File: config.mk
export PLATFORM = sky130hd
export DESIGN_NAME = wf_cic_decim
export DESIGN_NICKNAME = d
export VERILOG_FILES = /design/src/rtl/wf_pkg.sv /design/src/rtl/wf_cic_decim.sv
export SDC_FILE = /design/constraint.sdc
export NUM_CORES = 1
export LEC_CHECK = 0
export BUFFER_PORTS_ARGS = -buffer_cell sky130_fd_sc_hd__buf_2
export CORE_ASPECT_RATIO = 1.5
export CORE_MARGIN = 3
export CORE_UTILIZATION = 50
export DETAILED_ROUTE_END_ITERATION = 10
export PLACE_DENSITY = 0.64
export SETUP_SLACK_MARGIN = 0.4
export SLEW_MARGIN = 20
export SYNTH_ARGS = -nofsm -noshare
export SYNTH_HDL_FRONTEND = slang
export SYNTH_SLANG_ARGS = --single-unit
File: constraint.sdc
create_clock -name adc_clk -period 27.9 [get_ports adc_clk]
set_input_delay 0 -clock adc_clk [delete_from_list [all_inputs] [get_ports adc_clk]]
set_output_delay 0 -clock adc_clk [all_outputs]
set_load 0.02 [all_outputs]
File: src/rtl/wf_pkg.sv
//################################################
// shared widths, stage counts and NCO table for the waterfall path
// exponents above MAX_LOG2_DECIM are clamped by the CIC
//################################################
`default_nettype none

package wf_pkg;

    localparam int IN_WIDTH    = 14;
    localparam int MIX_WIDTH   = 18;
    localparam int CIC1_WIDTH  = 20;
    localparam int OUT_WIDTH   = 16;
    localparam int PHASE_WIDTH = 32;

    // 256 steps per circle, one quarter stored
    localparam int LUT_ADDR  = 6;
    localparam int LUT_WIDTH = 16;

    // keeps the top MIX_WIDTH bits of the sample times table product
    localparam int MIX_SHIFT = IN_WIDTH + LUT_WIDTH - MIX_WIDTH - 1;

    localparam int CIC1_STAGES = 3;
    localparam int CIC2_STAGES = 4;

    localparam int DECIM_BITS = 3;
    localparam logic [DECIM_BITS-1:0] MAX_LOG2_DECIM = 3'd4;

    localparam int BUF_DEPTH = 256;
    localparam int BUF_ADDR  = 8;

    // round(32767 * cos(2*pi*i/256)) for i = 0 .. 63
    localparam logic signed [LUT_WIDTH-1:0] COS_TABLE [2**LUT_ADDR] = '{
        32767, 32757, 32728, 32678, 32609, 32521, 32412, 32285,
        32137, 31971, 31785, 31580, 31356, 31113, 30852, 30571,
        30273, 29956, 29621, 29268, 28898, 28510, 28105, 27683,
        27245, 26790, 26319, 25832, 25329, 24811, 24279, 23731,
        23170, 22594, 22005, 21403, 20787, 20159, 19519, 18868,
        18204, 17530, 16846, 16151, 15446, 14732, 14010, 13279,
        12539, 11793, 11039, 10278,  9512,  8739,  7962,  7179,
         6393,  5602,  4808,  4011,  3212,  2410,  1608,   804
    };

    typedef logic signed [MIX_WIDTH-1:0]  mix_t;
    typedef logic signed [CIC1_WIDTH-1:0] cic1_t;
    typedef logic signed [OUT_WIDTH-1:0]  out_t;

endpackage

`default_nettype wire

File: src/rtl/wf_cic_decim.sv
//################################################
// power-of-two rate only, output one cycle after the last input
// gain is removed by an exact shift of STAGES*k
//################################################
`default_nettype none

module wf_cic_decim #(
    parameter type in_t   = wf_pkg::mix_t,
    parameter type out_t  = wf_pkg::cic1_t,
    parameter int  STAGES = 3
) (
    input  wire logic                          adc_clk,
    input  wire logic                          reset_i,
    input  wire logic                          clear_i,
    input  wire logic                          set_decim_i,
    input  wire logic [wf_pkg::DECIM_BITS-1:0] log2_decim_i,
    input  wire logic                          in_stb_i,
    input  wire in_t                           in_data_i,
    output logic                               out_stb_o,
    output out_t                               out_data_o
);

    localparam int IN_W  = $bits(in_t);
    localparam int OUT_W = $bits(out_t);
    localparam int ACC_W = IN_W + STAGES * wf_pkg::MAX_LOG2_DECIM;
    localparam int UP    = (OUT_W > IN_W) ? OUT_W - IN_W : 0;
    localparam int DN    = (IN_W > OUT_W) ? IN_W - OUT_W : 0;

    logic [wf_pkg::DECIM_BITS-1:0]     log2_q;
    logic [wf_pkg::MAX_LOG2_DECIM-1:0] cnt;
    logic [wf_pkg::MAX_LOG2_DECIM-1:0] cnt_last;
    logic signed [ACC_W-1:0] in_ext;
    logic signed [ACC_W-1:0] integ     [STAGES];
    logic signed [ACC_W-1:0] integ_nxt [STAGES];
    logic signed [ACC_W-1:0] comb_dly  [STAGES];
    logic signed [ACC_W-1:0] comb_val  [STAGES+1];
    logic signed [ACC_W-1:0] norm;
    out_t                    out_nxt;

    assign in_ext   = in_data_i;
    assign cnt_last = ~({wf_pkg::MAX_LOG2_DECIM{1'b1}} << log2_q);

    // integrators see the current input so the comb can use it at once
    always_comb
    begin
        integ_nxt[0] = integ[0] + in_ext;
        for (int s = 1; s < STAGES; s++)
            integ_nxt[s] = integ[s] + integ_nxt[s-1];
        comb_val[0] = integ_nxt[STAGES-1];
        for (int s = 0; s < STAGES; s++)
            comb_val[s+1] = comb_val[s] - comb_dly[s];
        norm    = comb_val[STAGES] >>> (STAGES * log2_q);
        out_nxt = out_t'((norm <<< UP) >>> DN);
    end

    always_ff @(posedge adc_clk)
    begin
        if (reset_i)
            log2_q <= '0;
        else if (set_decim_i)
        begin
            if (log2_decim_i > wf_pkg::MAX_LOG2_DECIM)
                log2_q <= wf_pkg::MAX_LOG2_DECIM;
            else
                log2_q <= log2_decim_i;
        end
    end

    always_ff @(posedge adc_clk)
    begin
        if (reset_i || clear_i)
        begin
            cnt       <= '0;
            out_stb_o <= 1'b0;
            for (int s = 0; s < STAGES; s++)
            begin
                integ[s]    <= '0;
                comb_dly[s] <= '0;
            end
        end
        else
        begin
            out_stb_o <= 1'b0;
            if (in_stb_i)
            begin
                integ <= integ_nxt;
                if (cnt == cnt_last)
                begin
                    cnt       <= '0;
                    out_stb_o <= 1'b1;
                    for (int s = 0; s < STAGES; s++)
                        comb_dly[s] <= comb_val[s];
                end
                else
                    cnt <= cnt + 1'b1;
            end
        end
    end

    // held between strobes
    always_ff @(posedge adc_clk)
    begin
        if (in_stb_i && (cnt == cnt_last))
            out_data_o <= out_nxt;
    end

endmodule

`default_nettype wire

==> results.yml <==
run_status:
  status: "completed"
clocking:
  insertion_delay_ps: 540
  cts-root-buf: "clkbuf_16"
  postCtsSetupBuffers: 0
  cts_made_buffers: 25
  htree_levels: 1
  cts_buffer_depth: 3
  post_cts_resized: 0
  cts_sinks: 206
  cts_tree: "done"
  cts.clk_slew.worst_paths_ps: 60
  ctsHoldBuffers: 12
worst_setup_path:
  crit_path_frequent_cell: "a21oi_1"
  worstSetupStartpoint: "integ[60]"
  worst_ep_required_time_ps: 28170
  max_stage_delay_ps: 600
  cp-start-kind: "register"
  r2r_start: "integ[60]"
  end_kind: "register"
  critPathMaxFanout: 6
  cp.arrival_ps: 12880
  crit_type: "register to register"
  critPathSlowestCell: "a2111oi_0"
layout:
  drive_gt1_share_pct: 6.79
  instances_no_fill: 2471
  fin_nets: 2242
  syn_to_final_growth_pct: 9.08
  utilization_pct: 55.3
  n_antenna_cell: 0
die:
  dieArea_um2: 37000
  core_um2: 34300
  initial_core_util_pct: 50.7
  die_h_um: 234
  fp-row-count: 83
  pin_count: 47
  die_w_um: 158
detailed_routing:
  via_count: 14000
  routedWlPerCell_um: 15.5
  drt_iter0_drc: 578
  vias_per_cell: 5.66
  final_antenna_net_count: 0
  drc: 0
  routed_wl_mm: 38.3
  firstDrtPassIters: 5
yosys:
  synth_cells: 1988
  synth.avg_cell_area_um2: 8.74
  yosys.area.top_type_share_pct: 18.7
  synth-seq-cells: 206
  synth.distinct_cells: 85
  ys_warn_count: 0
  synthesis.area_um2: 17400
  yosysSeqAreaShare_pct: 30.0
  yosys.area.top_type: "edfxtp_1"
  ys.flop_type: "edfxtp_1"
  yosysMostFrequentCell: "nor2_1"
  synth-async-reset-ratio_pct: 0
  synth_edf_count: 108
  synthTopCellsByCount: "207 x nor2_1, 181 x ha_1, 159 x inv_1, 158 x a21oi_1, 115 x xnor2_1"
  synth_area_leaders: "edfxtp_1 19%, ha_1 13%, dfxtp_1 11%"
sta:
  fin_crit_ps: 12600
  hold_violations: 0
  max_slew_margin_pct: 26.9
  worst_slew_pin_slew_ps: 1070
  tns_ps: 0
  finClkSkew_ps: 23.1
  rsz0062_at_grt: "no"
  setup_viol: 0
  slew_viol_final: 0
  fin_crit_sh_pct: 45.2
  fmax_ghz: 0.0793
global_route:
  globalRoute.totalOverflow: 0
  grt_pass1_wl_mm: 64.4
  first_global_vias: 14200
  antenna_found_initial: 0
  grt_max_degree: 92
  grt_usage_pct: 20.8
placement:
  hpwlAfterDp_mm: 29.2
  place_inst: 2414
  place_congestion: 0.892
  port_buffers: 44
run:
  drv_cap: 0
min_path:
  hp-class: "input pin to register"
  min_from: "in_data_i[5]"
==> cell families (layout without fill, tap and decap cells) <==
| family | Yosys count | in the layout | synth area share [%] |
|---|---|---|---|
| adders and majority gates | 188 | 188 | 13.8 |
| muxes | 120 | 120 | 7.34 |
| and+or+nand+nor | 569 | 569 | 15.8 |
| other | 1 | 2 | 0.0216 |
| buffers and inverters | 219 | 276 | 4.78 |
| AOI/OAI and AO/OA | 522 | 522 | 19.7 |
| DFF | 206 | 206 | 30.0 |
| xor gates and xnor gates | 163 | 163 | 8.55 |
==> flip-flops by register name (all words and copies together) (netlist names) <==
signal and cells:
integ 90, out_stb_o 1, log2_q 3, comb_dly 90, out_data_o 18, cnt 4
==> path summary, 6_finish.rpt <==
path,endpoint,slack (ps),depth (start not counted)
setup / recovery,out_data_o[3],15300,50
hold / removal,integ[65],80,5
setup reg to reg,out_data_o[3],15300,50
hold reg to reg,integ[67],480,2
==> per-stage QoR <==
stage / hold slack, ps / area (um^2) / worst slack [ps]
floorplan: 69.1 / 17400 / 17930
global placement: 276 / 18000 / 15420
detailed placement: 277 / 18000 / 15360
finish: 78.9 / 18900 / 15300
global route: 101 / 18900 / 14530
CTS: 51.0 / 18900 / 15320
==> area by class of cell <==
cell class | count | area, um^2
clock buffers | 39 | 728
clock inverters | 6 | 76.3
fillers | 3213 | 15300
inverters | 160 | 601
multi-input cells | 1564 | 11300
flip-flops and latches | 206 | 5200
well taps | 425 | 532
repair buffers | 71 | 455
==> metal layers <==
metal	vias to the layer above	wire (um)	GRT usage [%]
met5	-	0	0
met4	0	1780	9.63
met3	104	988	2.01
met2	219	20500	41.0
met1	6508	15000	21.6
li1	7167	-	-
==> cell usage in the layout (no fill, tap or decap), types with 16 or more instances in the layout <==
cell / count
a211oi_1: 24
a21o_1: 60
a21oi_1: 158
and2_1: 85
and3_1: 16
buf_2: 43
buf_4: 16
clkbuf_16: 25
dfxtp_1: 98
edfxtp_1: 108
ha_1: 181
inv_1: 159
mux2i_1: 106
nand2_1: 108
nand2b_1: 20
nand3_1: 36
nand4_1: 16
nor2_1: 207
nor2b_1: 21
nor3_1: 24
o21a_1: 36
o21ai_0: 83
o21bai_1: 26
xnor2_1: 115
xor2_1: 43
==> critical path, delay by kind of cell, from the launching register on <==
family	cells	cell delay (ps)
xor gates and xnor gates	5	940
buffers and inverters	1	80
DFF	1	310
muxes	2	860
and+or+nand+nor	9	1640
AOI/OAI and AO/OA	26	6280
adders and majority gates	7	2220
Power is left out: the tool's default activity adds up to more than one toggle a clock period on the data nets, which glitch-free logic cannot reach.
