<file path="config.mk">
export PLATFORM = sky130hd
export DESIGN_NAME = wf_nco_mixer
export DESIGN_NICKNAME = d
export VERILOG_FILES = /design/src/rtl/wf_pkg.sv /design/src/rtl/wf_nco_mixer.sv
export SDC_FILE = /design/constraint.sdc
export NUM_CORES = 2
export LEC_CHECK = 0
export BUFFER_PORTS_ARGS = -buffer_cell sky130_fd_sc_hd__clkbuf_2
export CORE_ASPECT_RATIO = 0.7
export CORE_MARGIN = 3
export CORE_UTILIZATION = 40
export CTS_CLUSTER_DIAMETER = 200
export DETAILED_ROUTE_END_ITERATION = 10
export MAX_ROUTING_LAYER = met4
export RECOVER_POWER = 100
export SYNTH_ARGS = -nofsm -noshare
export SYNTH_HDL_FRONTEND = slang
export SYNTH_SLANG_ARGS = --single-unit
</file>
<file path="constraint.sdc">
create_clock -name adc_clk -period 8.8 [get_ports adc_clk]
set_input_delay 0.44 -clock adc_clk [delete_from_list [all_inputs] [get_ports adc_clk]]
set_output_delay 0.44 -clock adc_clk [all_outputs]
set_load 0.005 [all_outputs]
</file>
<file path="src/rtl/wf_pkg.sv">
//################################################
// shared widths, stage counts and NCO table for the waterfall path
// exponents above MAX_LOG2_DECIM are clamped by the CIC
//################################################
`default_nettype none

package wf_pkg;

    localparam int IN_WIDTH    = 14;
    localparam int MIX_WIDTH   = 18;
    localparam int CIC1_WIDTH  = 20;
    localparam int OUT_WIDTH   = 16;
    localparam int PHASE_WIDTH = 32;

    // 256 steps per circle, one quarter stored
    localparam int LUT_ADDR  = 6;
    localparam int LUT_WIDTH = 16;

    // keeps the top MIX_WIDTH bits of the sample times table product
    localparam int MIX_SHIFT = IN_WIDTH + LUT_WIDTH - MIX_WIDTH - 1;

    localparam int CIC1_STAGES = 3;
    localparam int CIC2_STAGES = 4;

    localparam int DECIM_BITS = 3;
    localparam logic [DECIM_BITS-1:0] MAX_LOG2_DECIM = 3'd4;

    localparam int BUF_DEPTH = 256;
    localparam int BUF_ADDR  = 8;

    // round(32767 * cos(2*pi*i/256)) for i = 0 .. 63
    localparam logic signed [LUT_WIDTH-1:0] COS_TABLE [2**LUT_ADDR] = '{
        32767, 32757, 32728, 32678, 32609, 32521, 32412, 32285,
        32137, 31971, 31785, 31580, 31356, 31113, 30852, 30571,
        30273, 29956, 29621, 29268, 28898, 28510, 28105, 27683,
        27245, 26790, 26319, 25832, 25329, 24811, 24279, 23731,
        23170, 22594, 22005, 21403, 20787, 20159, 19519, 18868,
        18204, 17530, 16846, 16151, 15446, 14732, 14010, 13279,
        12539, 11793, 11039, 10278,  9512,  8739,  7962,  7179,
         6393,  5602,  4808,  4011,  3212,  2410,  1608,   804
    };

    typedef logic signed [MIX_WIDTH-1:0]  mix_t;
    typedef logic signed [CIC1_WIDTH-1:0] cic1_t;
    typedef logic signed [OUT_WIDTH-1:0]  out_t;

endpackage

`default_nettype wire

</file>
<file path="src/rtl/wf_nco_mixer.sv">
//################################################
// output appears two cycles after its ADC sample
// products are truncated, not rounded
//################################################
`default_nettype none

module wf_nco_mixer (
    input  wire logic                                 adc_clk,
    input  wire logic                                 reset_i,
    input  wire logic                                 set_freq_i,
    input  wire logic [31:0]                          cfg_word_i,
    input  wire logic signed [wf_pkg::IN_WIDTH-1:0]   adc_data_i,
    output wf_pkg::mix_t                              mix_i_o,
    output wf_pkg::mix_t                              mix_q_o
);

    logic [wf_pkg::PHASE_WIDTH-1:0]         phase_inc;
    logic [wf_pkg::PHASE_WIDTH-1:0]         phase_acc;
    logic [wf_pkg::LUT_ADDR+1:0]            phase_top;
    logic signed [wf_pkg::IN_WIDTH-1:0]     adc_q;
    logic signed [wf_pkg::LUT_WIDTH-1:0]    cos_val;
    logic signed [wf_pkg::LUT_WIDTH-1:0]    nsin_val;
    logic signed [wf_pkg::IN_WIDTH+wf_pkg::LUT_WIDTH-1:0] prod_i;
    logic signed [wf_pkg::IN_WIDTH+wf_pkg::LUT_WIDTH-1:0] prod_q;

    // full-circle cosine from the quarter table
    // quadrants 1 and 3 mirror the index, 1 and 2 flip the sign
    function automatic logic signed [wf_pkg::LUT_WIDTH-1:0] lut_cos(
        input logic [wf_pkg::LUT_ADDR+1:0] p
    );
        logic [wf_pkg::LUT_ADDR-1:0]       idx;
        logic [wf_pkg::LUT_ADDR:0]         mir;
        logic signed [wf_pkg::LUT_WIDTH-1:0] val;
        idx = p[wf_pkg::LUT_ADDR-1:0];
        mir = {1'b1, {wf_pkg::LUT_ADDR{1'b0}}} - {1'b0, idx};
        if (!p[wf_pkg::LUT_ADDR])
            val = wf_pkg::COS_TABLE[idx];
        // mirrored index of 64 lands on the zero crossing
        else if (mir[wf_pkg::LUT_ADDR])
            val = '0;
        else
            val = wf_pkg::COS_TABLE[mir[wf_pkg::LUT_ADDR-1:0]];
        return (p[wf_pkg::LUT_ADDR+1] ^ p[wf_pkg::LUT_ADDR]) ? -val : val;
    endfunction

    always_ff @(posedge adc_clk)
    begin
        if (reset_i)
        begin
            phase_inc <= '0;
            phase_acc <= '0;
        end
        else
        begin
            if (set_freq_i)
                phase_inc <= cfg_word_i;
            phase_acc <= phase_acc + phase_inc;
        end
    end

    assign phase_top = phase_acc[wf_pkg::PHASE_WIDTH-1 -: wf_pkg::LUT_ADDR+2];

    // -sin(x) is cos(x + quarter turn)
    assign cos_val  = lut_cos(phase_top);
    assign nsin_val = lut_cos(phase_top + 8'd64);

    assign prod_i = adc_q * cos_val;
    assign prod_q = adc_q * nsin_val;

    always_ff @(posedge adc_clk)
    begin
        adc_q   <= adc_data_i;
        mix_i_o <= prod_i[wf_pkg::MIX_SHIFT +: wf_pkg::MIX_WIDTH];
        mix_q_o <= prod_q[wf_pkg::MIX_SHIFT +: wf_pkg::MIX_WIDTH];
    end

endmodule

`default_nettype wire

</file>
==> impl_metrics.py <==
metrics = {
    "status": {
        "status": "finished, violations left",
        "failed_checks": "capacitance limit, slew limit, setup timing",
    },
    "cells_and_area": {
        "synthToLayoutAreaGrowth_pct": 27.3,
        "layout_common_cells": "489 x inv_1, 477 x buf_4, 412 x fa_1",
        "final_common_cell": "inv_1",
        "utilization_pct": 51.7,
        "nets": 4021,
        "n_antenna_cell": 0,
        "final_layout_size_suffix_gt1_share_pct": 25.5,
        "fin_area_sq_mm": 0.0319,
    },
    "setup_path": {
        "worstPathArrival_ns": 9.37,
        "cp_common_cell": "buf_4",
        "path_buf_inv": 20,
        "worstSetupEndpointType": "flip-flop",
        "critical_path_required_ns": 9.16,
        "worst_path_largest_cell_delay_ns": 0.54,
        "path_class": "flip-flop to flip-flop",
        "cpLargestDelayFamily": "adder cells",
        "crit_path_start_kind": "flip-flop",
        "cp_slowest_cell": "mux4_2",
        "path_max_fanout": 11,
    },
    "yosys": {
        "avgSynthCellArea_sq_um": 8.66,
        "yosysTopAreaCell": "fa_1",
        "synthTopCellsByArea": "fa_1 34%, ha_1 9.3%, dfxtp_1 9.1%",
        "async_reset_ff_share_pct": 0,
        "syn-num-nets": 3554,
        "yosys_most_used_dff": "dfxtp_1",
        "yosysSeqAreaShare_pct": 9.11,
        "synth_top_cell_area_share_pct": 34.1,
        "synth_edf_count": 0,
        "synth.distinct_cells": 90,
        "synth_seq_cells": 114,
        "syn_inst": 2891,
        "mappedNetlistArea_sq_mm": 0.0250,
        "yosysWarnings": 0,
    },
    "timing": {
        "rsz0062_at_grt": "yes",
        "fmax_mhz": 111,
        "timing.final.crit_share_pct": 102,
        "hold_violations": 0,
        "tns_ns": -0.841,
        "drv_slew": 65,
        "tightestPinTransition_ns": 2.75,
        "layout_min_cycle_time_ns": 9.01,
        "fin_skew_ns": 0.0232,
        "final-setup-viol-count": 13,
        "relSlewSlack_pct": -83.6,
        "post-route-worst-setup-slack_ns": -0.208,
    },
    "die": {
        "die_h_um": 215,
        "die_area_sq_mm": 0.0657,
        "die_w_um": 305,
        "coreArea_sq_mm": 0.0617,
        "num_io_pins": 85,
        "initial_utilization_pct": 40.6,
        "num_rows": 76,
    },
    "drt": {
        "dr_total_vias": 21700,
        "via_per_inst": 5.17,
        "wl_per_cell_um": 18.9,
        "antenna_left": 0,
        "routed_wl_mm": 79.3,
        "drtPass1Iterations": 6,
        "drt_iter0_markers": 1740,
        "drc": 0,
    },
    "clocking": {
        "clock-sinks": 114,
        "cts-root-buf": "clkbuf_16",
        "clock_latency_ns": 0.49,
        "htree_levels": 4,
        "cts_hold_buf": 0,
        "numCtsBuffers": 17,
        "cts_buffer_depth": 2,
        "cts_tree": "done",
        "path_clk_slew_ns": 0.08,
    },
    "placement": {
        "post-dp-hpwl_mm": 62.8,
        "io_buffers": 84,
        "dp_worst_setup_slack_ns": -0.749,
        "dpl_cell_area_sq_mm": 0.0293,
        "finalWeightedCongestion": 0.938,
    },
    "grt": {
        "gr-total-overflow": 0,
        "grt_util_met1_pct": 37.9,
        "use_met3_pct": 3.69,
        "grt_use_met2_pct": 37.1,
        "grt_pass1_wl_mm": 129,
        "grt_pass1_vias": 23100,
        "top_usage_layer": "met1",
        "grt_use_total_pct": 25.6,
        "grt_max_degree": 67,
        "antenna_found_initial": 1,
    },
    "flow_run": {
        "drv_cap": 1,
    },
    "hold_path": {
        "hold_path.class": "input pin to flip-flop",
    },
}
==> path summary, 6_finish.rpt <==
| check | startpoint | end | slack (ns) | cells past startpoint |
|---|---|---|---|---|
| setup / recovery | phase_acc[24]$_SDFF_PP0_ | mix_i_o[17]$_DFF_P_ | -0.21 | 42 |
| hold / removal | adc_data_i[3] | adc_q[3]$_DFF_P_ | 0.05 | 1 |
| setup reg to reg | phase_acc[24]$_SDFF_PP0_ | mix_i_o[17]$_DFF_P_ | -0.21 | 42 |
| hold reg to reg | phase_inc[30]$_SDFFE_PP0P_ | phase_inc[30]$_SDFFE_PP0P_ | 0.50 | 2 |
==> sequential cells by signal, indices dropped and copies added (netlist names) <==
register / count
mix_q_o: 18
phase_inc: 32
mix_i_o: 18
phase_acc: 32
adc_q: 14
==> cell type report <==
class / instances / area, sq um
clock inverters: 15 / 163
flip-flops and latches: 114 / 2290
fillers: 5761 / 29800
repair buffers: 611 / 4720
inverters: 511 / 1940
multi-input cells: 2103 / 21300
well taps: 819 / 1020
clock buffers: 17 / 425
==> repair_timing <==
item                       4_1_cts  5_1_grt
gates resized for setup        153      126
pin swaps                       90       58
cloned                           2        2
setup buffers                   63       23
setup endpoints to repair       28       29
==> metal layers <==
metal / wire length, um / share of wire (%)
met2: 34400 / 43
met5: 0 / 0
met3: 5790 / 7.3
met1: 38000 / 48
met4: 1160 / 1.5
==> through the flow <==
stage / hold WS [ns] / instances
after floorplan: 0.467 / 2891
after global placement: 0.488 / 4072
after detailed placement: 0.494 / 4072
after CTS: 0.00970 / 4165
after global routing: 0.0196 / 4190
final: 0.0526 / 4190
==> cells in the mapped netlist, drive strengths merged (17+ instances only) <==
library cell  count
nor2            164
nand2b           60
xnor2            78
nor3             44
fa              427
a21o             26
mux2i            61
nor2b            73
ha              187
xor2             36
o21ai            79
a211oi           17
and2            206
dfxtp           114
clkbuf          109
buf              54
nand2           246
a21oi           105
o21a             17
inv             507
nand3            28
==> cell families (layout without fill, tap and decap cells) <==
logic type	count (synthesis)	count (layout)	share of synthesized area [%]
adders and majority gates	615	615	43.5
buffers and inverters	674	1154	10.5
xor gates and xnor gates	114	114	4.09
muxes	75	75	3.46
DFF	114	114	9.11
and+or+nand+nor	888	888	18.1
AOI/OAI and AO/OA	411	411	11.3
==> worst reg2reg max path: cells and delay by family, from the launching register on <==
kind	cells	cell delay (ns)
fa+ha+maj	8	3.38
buf+inv	20	2.29
mux	2	0.99
simple gates	4	0.98
compound gates	7	0.74
flops	1	0.37
xor+xnor	1	0.12
Power is left out: the tool's default activity adds up to more than one toggle a clock period on the data nets, which glitch-free logic cannot reach.
